### config.mk
export PLATFORM = sky130hd
export DESIGN_NAME = rv_decoder
export DESIGN_NICKNAME = d
export VERILOG_FILES = /design/src/riscv_isa_pkg.sv /design/src/decoder_ctrl_pkg.sv /design/src/dec_ctrl_if.sv /design/src/imm_gen.sv /design/src/instr_classify.sv /design/src/decode_seq.sv /design/src/decode_out_reg.sv /design/src/rv_decoder.sv
export SDC_FILE = /design/constraint.sdc
export NUM_CORES = 1
export LEC_CHECK = 0
export BUFFER_PORTS_ARGS = -buffer_cell sky130_fd_sc_hd__buf_2
export CORE_MARGIN = 3
export CORE_UTILIZATION = 35
export DETAILED_ROUTE_END_ITERATION = 7
export GPL_TIMING_DRIVEN = 1
export PLACE_DENSITY = 0.68
export SYNTH_ARGS = -nofsm -noshare
export SYNTH_HDL_FRONTEND = slang
export SYNTH_SLANG_ARGS = --single-unit
### constraint.sdc
create_clock -name clk_i -period 2.35 [get_ports clk_i]
set_clock_uncertainty 0.05 [all_clocks]
set_input_delay 0.235 -clock clk_i [delete_from_list [all_inputs] [get_ports clk_i]]
set_output_delay 0.235 -clock clk_i [all_outputs]
set_load 0.1 [all_outputs]
### src/riscv_isa_pkg.sv
////////////////////////////////////////
// RV32I encodings for the decoder subset
// Only OP, OP-IMM, LUI, AUIPC and JAL are known
// Field layout follows the base ISA, little end at bit 0
////////////////////////////////////////
`default_nettype none

package riscv_isa_pkg;

  localparam int XLEN       = 32;
  localparam int REG_ADDR_W = 5;

  // Major opcodes, bits 6:0
  localparam logic [6:0] OPC_OP    = 7'b0110011;
  localparam logic [6:0] OPC_OPIMM = 7'b0010011;
  localparam logic [6:0] OPC_LUI   = 7'b0110111;
  localparam logic [6:0] OPC_AUIPC = 7'b0010111;
  localparam logic [6:0] OPC_JAL   = 7'b1101111;

  localparam logic [2:0] FUNCT3_SHIFT_L = 3'b001; // SLLI
  localparam logic [2:0] FUNCT3_SHIFT_R = 3'b101; // SRLI and SRAI

  // One instruction word, read as R-type or as I-type
  typedef union packed {
    struct packed {
      logic [6:0]            funct7;
      logic [REG_ADDR_W-1:0] rs2;
      logic [REG_ADDR_W-1:0] rs1;
      logic [2:0]            funct3;
      logic [REG_ADDR_W-1:0] rd;
      logic [6:0]            opcode;
    } r_view;
    struct packed {
      logic [11:0]           imm12;  // Bits 31:20
      logic [REG_ADDR_W-1:0] rs1;
      logic [2:0]            funct3;
      logic [REG_ADDR_W-1:0] rd;
      logic [6:0]            opcode;
    } i_view;
  } instr_u;

endpackage

`default_nettype wire

### src/decoder_ctrl_pkg.sv
////////////////////////////////////////
// Control encodings private to the decoder
// ALU select is {instr[30], funct3}, so ADD is zero
////////////////////////////////////////
`default_nettype none

package decoder_ctrl_pkg;

  localparam int ALU_SEL_W = 4;
  localparam logic [ALU_SEL_W-1:0] ALU_ADD = 4'b0000;

  // Instruction classes out of the opcode decode
  localparam int CLS_W = 3;
  localparam logic [CLS_W-1:0] CLS_NONE    = 3'd0; // No valid instruction
  localparam logic [CLS_W-1:0] CLS_OP      = 3'd1;
  localparam logic [CLS_W-1:0] CLS_OPIMM   = 3'd2;
  localparam logic [CLS_W-1:0] CLS_LUI     = 3'd3;
  localparam logic [CLS_W-1:0] CLS_AUIPC   = 3'd4;
  localparam logic [CLS_W-1:0] CLS_JAL     = 3'd5;
  localparam logic [CLS_W-1:0] CLS_ILLEGAL = 3'd6;

  typedef enum logic [1:0] {
    SEQ_IDLE,
    SEQ_STALL,  // One bubble for a RAW hazard
    SEQ_JAL     // Second JAL cycle
  } seq_state_e;

  typedef enum logic [1:0] {
    IMM_I,
    IMM_SHIFT,
    IMM_U,
    IMM_FOUR    // Link value pc+4
  } imm_sel_e;

endpackage

`default_nettype wire

### src/dec_ctrl_if.sv
////////////////////////////////////////
// Decoded control bundle, classify and
// sequencer into the output register
////////////////////////////////////////
`timescale 1ns/1ps
`default_nettype none

interface dec_ctrl_if;

  logic [decoder_ctrl_pkg::ALU_SEL_W-1:0]   alu_sel;
  logic [riscv_isa_pkg::REG_ADDR_W-1:0]     rf_addr_a;
  logic [riscv_isa_pkg::REG_ADDR_W-1:0]     rf_addr_b;
  logic [riscv_isa_pkg::REG_ADDR_W-1:0]     alu_dest;
  logic                                     is_imm;
  logic                                     use_pc;
  logic [riscv_isa_pkg::XLEN-1:0]           imm;
  logic                                     wb;      // Strobes from the sequencer
  logic                                     jmp;
  logic                                     illegal;

  modport cls  (output alu_sel, rf_addr_a, rf_addr_b, alu_dest, is_imm, use_pc, imm);
  modport seq  (output wb, jmp, illegal);
  modport regs (input alu_sel, rf_addr_a, rf_addr_b, alu_dest, is_imm, use_pc, imm,
                      wb, jmp, illegal);

endinterface

`default_nettype wire

### src/imm_gen.sv
////////////////////////////////////////
// Immediate forming for I, shift-I, U and J
// J immediate is always present on jimm_o
////////////////////////////////////////
`timescale 1ns/1ps
`default_nettype none

module imm_gen (
  input  riscv_isa_pkg::instr_u             instr_i,
  input  decoder_ctrl_pkg::imm_sel_e        sel_i,
  output logic [riscv_isa_pkg::XLEN-1:0]    imm_o,
  output logic [riscv_isa_pkg::XLEN-1:0]    jimm_o
);

  logic [11:0] imm12;
  logic [19:0] upper;

  assign imm12 = instr_i.i_view.imm12;
  assign upper = {instr_i.i_view.imm12, instr_i.i_view.rs1, instr_i.i_view.funct3};

  // imm[20|10:1|11|19:12] sits in bits 31:12
  assign jimm_o = {{12{imm12[11]}}, upper[7:0], imm12[0], imm12[10:1], 1'b0};

  always_comb begin
    case (sel_i)
      decoder_ctrl_pkg::IMM_I:     imm_o = {{20{imm12[11]}}, imm12};
      decoder_ctrl_pkg::IMM_SHIFT: imm_o = {27'b0, imm12[4:0]}; // shamt, never signed
      decoder_ctrl_pkg::IMM_U:     imm_o = {upper, 12'b0};
      decoder_ctrl_pkg::IMM_FOUR:  imm_o = 32'd4;
      default:                     imm_o = '0;
    endcase
  end

endmodule

`default_nettype wire

### src/instr_classify.sv
////////////////////////////////////////
// Opcode decode into class and ALU controls
// Unknown opcodes come out as CLS_ILLEGAL
// Immediate is zero unless is_imm is set
////////////////////////////////////////
`timescale 1ns/1ps
`default_nettype none

module instr_classify (
  input  riscv_isa_pkg::instr_u                   instr_i,
  dec_ctrl_if.cls                                 ctrl,
  output logic [decoder_ctrl_pkg::CLS_W-1:0]      cls_o,
  output logic [riscv_isa_pkg::REG_ADDR_W-1:0]    rs1_o,
  output logic [riscv_isa_pkg::REG_ADDR_W-1:0]    rs2_o,
  output logic [riscv_isa_pkg::XLEN-1:0]          jimm_o
);

  decoder_ctrl_pkg::imm_sel_e          imm_sel;
  logic [riscv_isa_pkg::XLEN-1:0]      imm_raw;
  logic                                shift_op;

  assign rs1_o    = instr_i.r_view.rs1;
  assign rs2_o    = instr_i.r_view.rs2;
  assign shift_op = (instr_i.i_view.funct3 == riscv_isa_pkg::FUNCT3_SHIFT_L) ||
                    (instr_i.i_view.funct3 == riscv_isa_pkg::FUNCT3_SHIFT_R);

  imm_gen imm_gen0 (
    .instr_i (instr_i),
    .sel_i   (imm_sel),
    .imm_o   (imm_raw),
    .jimm_o  (jimm_o)
  );

  always_comb begin
    case (instr_i.r_view.opcode)
      riscv_isa_pkg::OPC_OP:    cls_o = decoder_ctrl_pkg::CLS_OP;
      riscv_isa_pkg::OPC_OPIMM: cls_o = decoder_ctrl_pkg::CLS_OPIMM;
      riscv_isa_pkg::OPC_LUI:   cls_o = decoder_ctrl_pkg::CLS_LUI;
      riscv_isa_pkg::OPC_AUIPC: cls_o = decoder_ctrl_pkg::CLS_AUIPC;
      riscv_isa_pkg::OPC_JAL:   cls_o = decoder_ctrl_pkg::CLS_JAL;
      default:                  cls_o = decoder_ctrl_pkg::CLS_ILLEGAL;
    endcase
  end

  ////////////////////////////////////////
  // Per-class controls
  always_comb begin
    ctrl.alu_sel   = decoder_ctrl_pkg::ALU_ADD;
    ctrl.rf_addr_a = '0;
    ctrl.rf_addr_b = '0;
    ctrl.alu_dest  = instr_i.r_view.rd;
    ctrl.is_imm    = 1'b1;
    ctrl.use_pc    = 1'b0;
    imm_sel        = decoder_ctrl_pkg::IMM_I;
    case (cls_o)
      decoder_ctrl_pkg::CLS_OP: begin
        ctrl.alu_sel   = {instr_i.r_view.funct7[5], instr_i.r_view.funct3};
        ctrl.rf_addr_a = instr_i.r_view.rs1;
        ctrl.rf_addr_b = instr_i.r_view.rs2;
        ctrl.is_imm    = 1'b0;
      end
      decoder_ctrl_pkg::CLS_OPIMM: begin
        ctrl.rf_addr_a = instr_i.i_view.rs1;
        if (shift_op) begin
          ctrl.alu_sel = {instr_i.i_view.imm12[10], instr_i.i_view.funct3}; // Bit 30 picks SRA
          imm_sel      = decoder_ctrl_pkg::IMM_SHIFT;
        end else begin
          ctrl.alu_sel = {1'b0, instr_i.i_view.funct3};
        end
      end
      decoder_ctrl_pkg::CLS_LUI: imm_sel = decoder_ctrl_pkg::IMM_U; // x0 + imm
      decoder_ctrl_pkg::CLS_AUIPC: begin
        imm_sel     = decoder_ctrl_pkg::IMM_U;
        ctrl.use_pc = 1'b1;
      end
      decoder_ctrl_pkg::CLS_JAL: begin
        imm_sel     = decoder_ctrl_pkg::IMM_FOUR;
        ctrl.use_pc = 1'b1;
      end
      default: begin
        ctrl.alu_dest = '0;
        ctrl.is_imm   = 1'b0;
      end
    endcase
  end

  assign ctrl.imm = ctrl.is_imm ? imm_raw : '0;

endmodule

`default_nettype wire

### src/decode_seq.sv
////////////////////////////////////////
// Decode sequencer
// One bubble on a RAW hit against the last retired rd
// JAL takes two cycles, ready_o is combinational
////////////////////////////////////////
`timescale 1ns/1ps
`default_nettype none

module decode_seq (
  input  logic                                  clk_i,
  input  logic                                  rstn_i,
  input  logic                                  valid_i,
  input  logic [decoder_ctrl_pkg::CLS_W-1:0]    cls_i,
  input  logic [riscv_isa_pkg::REG_ADDR_W-1:0]  rs1_i,
  input  logic [riscv_isa_pkg::REG_ADDR_W-1:0]  rs2_i,
  input  logic [riscv_isa_pkg::REG_ADDR_W-1:0]  rd_i,
  dec_ctrl_if.seq                               ctrl,
  output logic                                  ready_o
);

  decoder_ctrl_pkg::seq_state_e            state_q;
  decoder_ctrl_pkg::seq_state_e            state_d;
  logic [riscv_isa_pkg::REG_ADDR_W-1:0]    prev_dest_q;
  logic [decoder_ctrl_pkg::CLS_W-1:0]      cls;
  logic                                    rs1_hit;
  logic                                    rs2_hit;
  logic                                    hazard;
  logic                                    writes_rd;
  logic                                    retire;

  assign cls     = valid_i ? cls_i : decoder_ctrl_pkg::CLS_NONE;
  assign rs1_hit = (rs1_i != '0) && (rs1_i == prev_dest_q);
  assign rs2_hit = (rs2_i != '0) && (rs2_i == prev_dest_q);

  // Only checked on the first cycle, OP-IMM has no rs2
  assign hazard = (state_q == decoder_ctrl_pkg::SEQ_IDLE) &&
                  (((cls == decoder_ctrl_pkg::CLS_OP) && (rs1_hit || rs2_hit)) ||
                   ((cls == decoder_ctrl_pkg::CLS_OPIMM) && rs1_hit));

  assign writes_rd = cls inside {decoder_ctrl_pkg::CLS_OP, decoder_ctrl_pkg::CLS_OPIMM,
                                 decoder_ctrl_pkg::CLS_LUI, decoder_ctrl_pkg::CLS_AUIPC,
                                 decoder_ctrl_pkg::CLS_JAL};
  assign retire    = valid_i && ready_o;

  ////////////////////////////////////////
  // Next state and strobes
  always_comb begin
    state_d      = decoder_ctrl_pkg::SEQ_IDLE;
    ready_o      = 1'b1;
    ctrl.wb      = 1'b0;
    ctrl.jmp     = 1'b0;
    ctrl.illegal = 1'b0;
    if (state_q == decoder_ctrl_pkg::SEQ_JAL) begin
      // Link already written, just release fetch
    end else if (hazard) begin
      state_d = decoder_ctrl_pkg::SEQ_STALL;
      ready_o = 1'b0;
    end else if (cls == decoder_ctrl_pkg::CLS_JAL) begin
      state_d  = decoder_ctrl_pkg::SEQ_JAL;
      ready_o  = 1'b0;
      ctrl.wb  = 1'b1;  // rd <= pc+4
      ctrl.jmp = 1'b1;
    end else if (cls == decoder_ctrl_pkg::CLS_ILLEGAL) begin
      ctrl.illegal = 1'b1;
    end else begin
      ctrl.wb = writes_rd;
    end
  end

  always_ff @(posedge clk_i) begin
    if (!rstn_i) begin
      state_q     <= decoder_ctrl_pkg::SEQ_IDLE;
      prev_dest_q <= '0;
    end else begin
      state_q <= state_d;
      if (retire && (cls == decoder_ctrl_pkg::CLS_ILLEGAL)) begin
        prev_dest_q <= '0;   // Forget hazard memory
      end else if (retire && writes_rd) begin
        prev_dest_q <= rd_i;
      end
    end
  end

endmodule

`default_nettype wire

### src/decode_out_reg.sv
////////////////////////////////////////
// Output register of the decoder, one stage
// jmp_addr_o is zero outside a jump cycle
////////////////////////////////////////
`timescale 1ns/1ps
`default_nettype none

module decode_out_reg (
  input  logic                                  clk_i,
  input  logic                                  rstn_i,
  dec_ctrl_if.regs                              ctrl,
  input  logic [riscv_isa_pkg::XLEN-1:0]        instr_addr_i,
  input  logic [riscv_isa_pkg::XLEN-1:0]        jimm_i,
  output logic [decoder_ctrl_pkg::ALU_SEL_W-1:0] alu_sel_o,
  output logic [riscv_isa_pkg::REG_ADDR_W-1:0]  rf_addr_a_o,
  output logic [riscv_isa_pkg::REG_ADDR_W-1:0]  rf_addr_b_o,
  output logic [riscv_isa_pkg::REG_ADDR_W-1:0]  alu_dest_o,
  output logic                                  is_imm_o,
  output logic                                  use_pc_o,
  output logic [riscv_isa_pkg::XLEN-1:0]        imm_o,
  output logic                                  wb_o,
  output logic                                  illegal_o,
  output logic                                  jmp_o,
  output logic [riscv_isa_pkg::XLEN-1:0]        jmp_addr_o,
  output logic [riscv_isa_pkg::XLEN-1:0]        instr_addr_o
);

  logic [riscv_isa_pkg::XLEN-1:0] jmp_addr_d;

  assign jmp_addr_d = ctrl.jmp ? (instr_addr_i + jimm_i) : '0; // Dedicated JAL adder

  always_ff @(posedge clk_i) begin
    if (!rstn_i) begin
      alu_sel_o    <= '0;
      rf_addr_a_o  <= '0;
      rf_addr_b_o  <= '0;
      alu_dest_o   <= '0;
      is_imm_o     <= 1'b0;
      use_pc_o     <= 1'b0;
      imm_o        <= '0;
      wb_o         <= 1'b0;
      illegal_o    <= 1'b0;
      jmp_o        <= 1'b0;
      jmp_addr_o   <= '0;
      instr_addr_o <= '0;
    end else begin
      alu_sel_o    <= ctrl.alu_sel;
      rf_addr_a_o  <= ctrl.rf_addr_a;
      rf_addr_b_o  <= ctrl.rf_addr_b;
      alu_dest_o   <= ctrl.alu_dest;
      is_imm_o     <= ctrl.is_imm;
      use_pc_o     <= ctrl.use_pc;
      imm_o        <= ctrl.imm;
      wb_o         <= ctrl.wb;
      illegal_o    <= ctrl.illegal;
      jmp_o        <= ctrl.jmp;
      jmp_addr_o   <= jmp_addr_d;
      instr_addr_o <= instr_addr_i;  // Follows the input every cycle
    end
  end

endmodule

`default_nettype wire

### src/rv_decoder.sv
////////////////////////////////////////
// RV32I subset decoder, valid/ready on the fetch side
// Hold instr_i until instr_valid_i and ready_o meet on an edge
// Outputs are registered, no downstream back-pressure
////////////////////////////////////////
`timescale 1ns/1ps
`default_nettype none

module rv_decoder (
  input  logic                                   clk_i,
  input  logic                                   rstn_i,
  input  logic [riscv_isa_pkg::XLEN-1:0]         instr_i,
  input  logic [riscv_isa_pkg::XLEN-1:0]         instr_addr_i,
  input  logic                                   instr_valid_i,
  output logic                                   ready_o,
  output logic                                   illegal_instr_o,
  output logic [decoder_ctrl_pkg::ALU_SEL_W-1:0] alu_sel_o,
  output logic [riscv_isa_pkg::REG_ADDR_W-1:0]   rf_addr_a_o,
  output logic [riscv_isa_pkg::REG_ADDR_W-1:0]   rf_addr_b_o,
  output logic [riscv_isa_pkg::REG_ADDR_W-1:0]   alu_dest_addr_o,
  output logic                                   alu_wb_o,
  output logic                                   is_imm_o,
  output logic                                   use_pc_o,
  output logic [riscv_isa_pkg::XLEN-1:0]         imm_ext_o,
  output logic [riscv_isa_pkg::XLEN-1:0]         instr_addr_o,
  output logic                                   jmp_o,
  output logic [riscv_isa_pkg::XLEN-1:0]         jmp_addr_o
);

  riscv_isa_pkg::instr_u                  instr;
  logic [decoder_ctrl_pkg::CLS_W-1:0]     cls;
  logic [riscv_isa_pkg::REG_ADDR_W-1:0]   rs1;
  logic [riscv_isa_pkg::REG_ADDR_W-1:0]   rs2;
  logic [riscv_isa_pkg::XLEN-1:0]         jimm;

  assign instr = instr_i;

  dec_ctrl_if ctrl_if ();

  instr_classify classify0 (
    .instr_i (instr),
    .ctrl    (ctrl_if.cls),
    .cls_o   (cls),
    .rs1_o   (rs1),
    .rs2_o   (rs2),
    .jimm_o  (jimm)
  );

  decode_seq seq0 (
    .clk_i   (clk_i),
    .rstn_i  (rstn_i),
    .valid_i (instr_valid_i),
    .cls_i   (cls),
    .rs1_i   (rs1),
    .rs2_i   (rs2),
    .rd_i    (ctrl_if.alu_dest),  // Zero for illegal opcodes
    .ctrl    (ctrl_if.seq),
    .ready_o (ready_o)
  );

  decode_out_reg out_reg0 (
    .clk_i        (clk_i),
    .rstn_i       (rstn_i),
    .ctrl         (ctrl_if.regs),
    .instr_addr_i (instr_addr_i),
    .jimm_i       (jimm),
    .alu_sel_o    (alu_sel_o),
    .rf_addr_a_o  (rf_addr_a_o),
    .rf_addr_b_o  (rf_addr_b_o),
    .alu_dest_o   (alu_dest_addr_o),
    .is_imm_o     (is_imm_o),
    .use_pc_o     (use_pc_o),
    .imm_o        (imm_ext_o),
    .wb_o         (alu_wb_o),
    .illegal_o    (illegal_instr_o),
    .jmp_o        (jmp_o),
    .jmp_addr_o   (jmp_addr_o),
    .instr_addr_o (instr_addr_o)
  );

endmodule

`default_nettype wire

==> After elaboration in Yosys (flattened, before gate mapping) <==
Cells that the tools add are included.
{ "op_classes": {"add_sub_neg": 1, "eq_ne": 24, "mux": 21, "bitwise_logic": 1, "reduce_logical": 29} }
{ "op_table": {"columns": ["cell", "count"], "rows": [
  ["$pmux 32 s4", 1],
  ["$add 32x32->32", 1],
  ["$eq 3x3->1 const B", 6],
  ["$pmux 3 s5", 1],
  ["$reduce_bool 5->1", 3],
  ["$eq 7x5->1 const B", 2],
  ["$eq 7x6->1 const B", 2],
  ["$mux 1", 13],
  ["$eq 3x2->1 const B", 4],
  ["$eq 5x5->1", 2],
  ["$reduce_or 2->1", 5],
  ["$eq 3x1->1 const B", 3],
  ["$logic_and 1x1->1", 8],
  ["$pmux 4 s2", 1],
  ["$reduce_and 2->1", 4],
  ["$reduce_or 4->1", 2],
  ["$eq 7x7->1 const B", 1],
  ["$eq 2x2->1 const B", 3],
  ["$pmux 2 s3", 1],
  ["$mux 5", 1],
  ["$reduce_or 5->1", 1],
  ["$logic_not 2->1", 2],
  ["$mux 4", 1],
  ["$logic_or 1x1->1", 3],
  ["other kinds (5)", 5]
]} }
{ "totals": {"register_bits": 127, "inputBits": 67, "out_inout_bits": 121, "elab_cells": 91} }

==> Longest topological paths before layout <==
{ "depth": {"depth_word": 12, "mapped_depth": 10, "ltp_nobuf": 10} }

==> Cells and area by module <==
A second synthesis with hierarchy kept.
{ "unflattened": {"cells_unflattened": 730, "area_unflattened_um2": 6606.3} }
{ "modules_own_cells": {"columns": ["module", "n_inst", "cells_per_inst", "area_per_inst_um2", "seq_area_each_um2"], "rows": [
  ["decode_out_reg", 1, 479, 4814.6, 2402.3],
  ["instr_classify", 1, 100, 673.1, 0.0],
  ["imm_gen", 1, 93, 621.8, 0.0],
  ["decode_seq", 1, 58, 496.7, 140.1]
]} }

==> Least setup slack after synthesis <==
No wires, ideal clock.
{ "synth_path": {"kind": "reg-to-output", "startpoint": "register seq0.prev_dest_q[4] in the netlist's numbering", "endpoint": "output port ready_o", "arrival_time_ps": 3270, "t_required_ps": 2065, "setup_slack_ps": -1205, "path_stages_with_launch": 7, "n_path_buf": 0, "cell_sequence": "dfxtp_1 > nor4_1 > nor3_1 > a21oi_1 > nor4_1 > o211a_1 > o21ai_0"} }
{ "synth_between": {"elab_chain_len": 8, "elab_cells_between_ends": 11, "cone_classes": "eq/ne: 2; mux: 2; reduce/logical: 7"} }
{ "synth_lines": {"columns": ["item", "line", "rtl"], "rows": [
  ["start: declaration", "decode_seq.sv:23", "logic [riscv_isa_pkg::REG_ADDR_W-1:0] prev_dest_q;"],
  ["start signal: assignment", "decode_seq.sv:79", "prev_dest_q <= rd_i;"],
  ["$eq 5x5->1 (on tied branches)", "decode_seq.sv:32, decode_seq.sv:33", null],
  ["$logic_and 1x1->1 (on tied branches)", "decode_seq.sv:32, decode_seq.sv:33", null],
  ["$logic_or 1x1->1", "decode_seq.sv:37", "(((cls == decoder_ctrl_pkg::CLS_OP) && (rs1_hit || rs2_hit)) ||"],
  ["$logic_and 1x1->1", "decode_seq.sv:37", null],
  ["$logic_or 1x1->1 *", "decode_seq.sv:37", null],
  ["$logic_and 1x1->1 *", "decode_seq.sv:36", "assign hazard = (state_q == decoder_ctrl_pkg::SEQ_IDLE) &&"],
  ["$mux 1 *", "decode_seq.sv:55", "end else if (hazard) begin"],
  ["$mux 1 *", "decode_seq.sv:53", "if (state_q == decoder_ctrl_pkg::SEQ_JAL) begin"],
  ["end: declaration", "rv_decoder.sv:15", "output logic ready_o,"]
]} }
Every way passes the cells marked *; elsewhere a longest branch is shown, timed or not.

==> Worst setup path in the final report <==
{ "layout_path": {"startpoint": "input port instr_addr_i[19] in the netlist's numbering", "endpoint": "register out_reg0.jmp_addr_o[27] in the netlist's numbering"} }
{ "layout_between": {"elab_chain_len": 1} }
{ "layout_lines": {"columns": ["item", "line", "rtl"], "rows": [
  ["start: declaration", "rv_decoder.sv:13", "input logic [riscv_isa_pkg::XLEN-1:0] instr_addr_i,"],
  ["$add 32x32->32", "decode_out_reg.sv:30", "assign jmp_addr_d = ctrl.jmp ? (instr_addr_i + jimm_i) : '0;"],
  ["end signal: assignment", "decode_out_reg.sv:57", "jmp_addr_o <= jmp_addr_d;"],
  ["end: declaration", "decode_out_reg.sv:24", "output logic [riscv_isa_pkg::XLEN-1:0] jmp_addr_o,"]
]} }
No other way between the ends.
A chain may end at the register's enable or synchronous reset.

==> out/results.txt <==
The flow ran to the end, and the final reports show no timing, DRC or antenna violations. The run gives 0.41 ns as the clock insertion delay at the later pin of the skew report. The via count of the first global-routing pass came out at 4763.

Class of the tightest hold or removal check: primary input to flip-flop. For the number of buffers added by the clock tree synthesis step, the log shows 17. In this run the power density over the cells is 754.2 nW/um2. At the end of the flow, the number of nets in the layout was 945. Leaving out fill and tap cells, the most frequent cell in the layout is sky130_fd_sc_hd__buf_2. The compound-gate portion of the synthesized area was 0.1482.

The area used by multi-input combinational logic was 2718 um2. The weighted congestion reported at the end of routability-driven placement came out at 0.9219. The signal on the critical path passes through dlygate4sd3_1 > buf_2 > ha_1 > o21a_1 > nor2_1 > o21a_1 > o31a_1 > a31oi_1 > buf_4 > xnor2_1 > nor2_1. The top cell types in the final layout, fill and taps aside, are sky130_fd_sc_hd__buf_2 (186), sky130_fd_sc_hd__dfxtp_1 (124), sky130_fd_sc_hd__nand2_1 (80), sky130_fd_sc_hd__buf_4 (55), sky130_fd_sc_hd__nor2_1 (50).

The capturing element type of the critical path was a flip-flop. The number of pins exceeding their max-slew limit in the final report is 0, and the total cell area at the placement stage is 6860 um2. The post-synthesis xor/xnor area fraction works out to 0.05064. The layout has 1366 filler cells. Across the VDD grid, the largest voltage drop is 518.1 uV. Once the clock tree was built, the setup fixing pass inserted 0 buffers.

The static leakage was 3.920 nW. In this run the count of I/O pins placed on the die edge is 188. Worst hold path startpoint: instr_addr_i[4]. Compared with the post-synthesis result, the final layout area differs by 42.89%. Share of the clock period used by the worst path after layout: 0.9682. Dividing the synthesized area by the synthesized cell count gives 9.087 um2. In this run the critical register-to-register path is captured at seq0.prev_dest_q[3]$_SDFFE_PP0P_.

The clock passes through at most 2 buffers. The area share of and/or/nand/nor cells after synthesis came out at 0.2156. The wire-length estimate of the detail-placed layout is 12230 um. The tools report the global-route wire length before repair as 24340 um. Based on the critical path, the design can be clocked at up to 0.4395 GHz. At the worst endpoint, the required time is 2.57 ns.

Data on the critical path arrives at its endpoint at 2.50 ns. Share of synthesized area occupied by flip-flops and latches: 0.4742. The launching element of the worst setup path was instr_addr_i[19]. The adder-cell area share of the yosys netlist came out at 0.07375. The Yosys step of the flow raised 0 warnings. The tool flagged a number of max-cap violations equal to 0. The tools report the startpoint of the lowest-slack register-to-register path as seq0.prev_dest_q[3]$_SDFFE_PP0P_. The multiplexer fraction of the synthesized cell area was 0.009335; the actual transition at the worst max-transition pin was 0.6107 ns.

The final hold violation count was 0; the number of enable flip-flop cells after synthesis was 0. The die covers 16840 um2. The largest delay contributor family on the critical path is compound AO/OA/AOI/OAI gates. The longest individual stage delay on the worst path was 0.55 ns; the net count of the mapped netlist was 688. Clock-pin slew was measured on the worst setup and hold paths at 0.06 ns. Summing internal, switching and leakage power gives 5.778 mW. Startpoint class of the critical path: a primary input.

After synthesis the netlist holds a flip-flop and latch count of 127. After detailed routing, the average wire length per cell comes to 15.12 um. For the initial antenna violation count, the log shows 0. Subtracting the final worst setup slack from the clock period gives 2.275 ns. After detailed routing, the number of vias per cell comes to 4.759. The proportion of layout cells with a drive suffix above 1 is 0.3434, and the antenna diode count is 0. The count of buffers added on input and output ports is 187.

The pin count of the biggest net entering global routing is 28, and the hold-critical path depth is 2. The run gives 4964 as the total via count in the routed design. Across all register-to-register paths, the minimum setup slack is 0.55 ns.

Among all flip-flop cells after synthesis, the most frequent one is sky130_fd_sc_hd__dfxtp_1. The overall track demand over capacity in global routing is 0.1881, and the final wirelength is 15770 um. Clock net sink count: 127.

On the critical path, the stage with the largest delay is an instance of sky130_fd_sc_hd__dlygate4sd3_1. The worst setup path is of the primary input to flip-flop kind. Setup violations remaining at the end of the flow were counted as 0. The tools report the initial core utilization as 0.3634.

The CTS root buffer was sky130_fd_sc_hd__clkbuf_16. The die height was 129.8 um. The highest net fanout along the worst path works out to 5. The total congestion overflow was 0; the async set-or-reset flop fraction in the synthesized netlist was 0. Setup repair after global routing could not meet its margin everywhere.

By area, the combinational part of the netlist is dominated by simple AND/OR/NAND/NOR gates. The first detailed-routing pass took 4 iterations. Measured in cells, the most critical reg-to-reg path has a length of 7. The mapped netlist covers 5361 um2. The die is 129.8 um wide. After routing the design area is 7661 um2. The number of buffers and inverters on the critical path is 3.

TritonCTS built the clock tree. After floorplanning, the core was divided into 44 placement rows. The storage element area is 2546 um2, and the count of unresolved DRC violations after routing is 0. Synthesis produced a netlist whose cell count is 590. Normalized max-slew margin: 0.5928. The count of cell types in the netlist was 49.

The total area inside the core boundary comes to 14750 um2. In this run, the number of DRC markers left after iteration 0 of detailed routing was 233. The path with the worst hold slack has its endpoint at out_reg0.instr_addr_o[4]$_SDFF_PN0_.

The detail route stage leaves a number of antenna-violating nets equal to 0. In this run the number of H-tree levels came out at 4. Across all hold checks on the routed design, the worst slack comes to 0.01129 ns.
## cell usage after synthesis (2+ instances only)
master                       n  share of area
sky130_fd_sc_hd__a211oi_1    3         0.0042
sky130_fd_sc_hd__a21boi_0    2         0.0028
sky130_fd_sc_hd__a21o_1     14          0.020
sky130_fd_sc_hd__a21oi_1    35          0.033
sky130_fd_sc_hd__a21oi_2     2         0.0033
sky130_fd_sc_hd__a31oi_1     5         0.0058
sky130_fd_sc_hd__and2_1     43          0.050
sky130_fd_sc_hd__and3_1     23          0.027
sky130_fd_sc_hd__buf_2       4         0.0037
sky130_fd_sc_hd__clkbuf_1   17          0.012
sky130_fd_sc_hd__dfxtp_1   127           0.47
sky130_fd_sc_hd__ha_1       30          0.070
sky130_fd_sc_hd__inv_1      18          0.013
sky130_fd_sc_hd__mux2i_1     5         0.0093
sky130_fd_sc_hd__nand2_1    80          0.056
sky130_fd_sc_hd__nand2b_1    2         0.0023
sky130_fd_sc_hd__nand3_1     5         0.0047
sky130_fd_sc_hd__nand4_1     7         0.0082
sky130_fd_sc_hd__nor2_1     50          0.035
sky130_fd_sc_hd__nor2b_1     2         0.0023
sky130_fd_sc_hd__nor3_1     11          0.010
sky130_fd_sc_hd__nor3b_1     3         0.0042
sky130_fd_sc_hd__nor4_1      5         0.0058
sky130_fd_sc_hd__nor4b_1     2         0.0033
sky130_fd_sc_hd__o211ai_1    3         0.0042
sky130_fd_sc_hd__o21a_1      8          0.011
sky130_fd_sc_hd__o21ai_0    21          0.020
sky130_fd_sc_hd__o21ba_2     2         0.0037
sky130_fd_sc_hd__o21bai_1    9          0.013
sky130_fd_sc_hd__o31a_1      2         0.0033
sky130_fd_sc_hd__o31ai_1     2         0.0028
sky130_fd_sc_hd__or2_2       2         0.0023
sky130_fd_sc_hd__xnor2_1    24          0.039
sky130_fd_sc_hd__xor2_1      7          0.011
## how the worst max path moves through the flow
stage / endpoint / slack, ns / cells after the start
3_3_place_gp: out_reg0.jmp_addr_o[31]$_SDFF_PN0_ / -0.16 / 11
2_1_floorplan: ready_o / 0.07 / 6
3_5_place_dp: out_reg0.jmp_addr_o[31]$_SDFF_PN0_ / -0.23 / 11
6_report: out_reg0.jmp_addr_o[27]$_SDFF_PN0_ / 0.07 / 11
4_1_cts: ready_o / 0.003 / 7
5_1_grt: out_reg0.jmp_addr_o[27]$_SDFF_PN0_ / -0.05 / 11
## per-stage QoR
step             util  TNS [ns]  setup WS [ns]  std cells
4_1_cts        0.5157         0       0.003178       1043
2_1_floorplan       -         0        0.07146        590
3_5_place_dp   0.4650    -1.131        -0.2268        995
6_report       0.5193         0        0.07464       1043
5_1_grt        0.5193  -0.08979       -0.04679       1043
3_3_place_gp   0.4650   -0.7155        -0.1586        995
## kinds of logic (layout without fill, tap and decap cells)
family          Yosys count  after routing
buf+inv                  39            308
xor+xnor                 31             31
mux                       5              5
simple gates            238            238
fa+ha+maj                31             31
flops                   127            127
compound gates          119            119
## timing repair
item	in CTS	in global routing
gates resized for setup	3	12
pin swaps	0	4
endpoints found under the setup margin	1	8
hold endpoints to repair	17	0
hold buffers	17	0
## registers in the layout (all words and copies together), names as in the netlist
signal / cells
out_reg0.alu_dest_o: 5
seq0.prev_dest_q: 5
out_reg0.instr_addr_o: 32
out_reg0.rf_addr_a_o: 5
out_reg0.imm_o: 32
out_reg0.is_imm_o: 1
out_reg0.alu_sel_o: 4
out_reg0.jmp_addr_o: 32
out_reg0.use_pc_o: 1
out_reg0.illegal_o: 1
out_reg0.wb_o: 1
out_reg0.rf_addr_b_o: 5
out_reg0.jmp_o: 1
seq0.state_q: 2
## metal layers
metal  GRT usage  vias to the layer above  wire [um]
met3     0.05035                       14       1005
met1      0.2445                     2239       7459
met5           0                        -          0
met2      0.3021                      163       7115
met4     0.06785                        0        193
li1            -                     2548          -
## where the power goes
part,leakage (nW),internal (mW),switching (mW)
Sequential,1.03,2.19,0.00827
Combinational,2.61,0.408,0.687
Clock,0.277,1.52,0.970
## area by class of cell
type                            instances  area share
Timing Repair Buffer                  259      0.2002
Tap cell                              184     0.03005
Sequential cell                       127      0.3324
Multi-Input combinational cell        424      0.3547
Clock inverter                         11     0.01421
Clock buffer                           20     0.05961
Inverter                               18    0.008819
No activity file was read; power rests on OpenSTA's default activity.
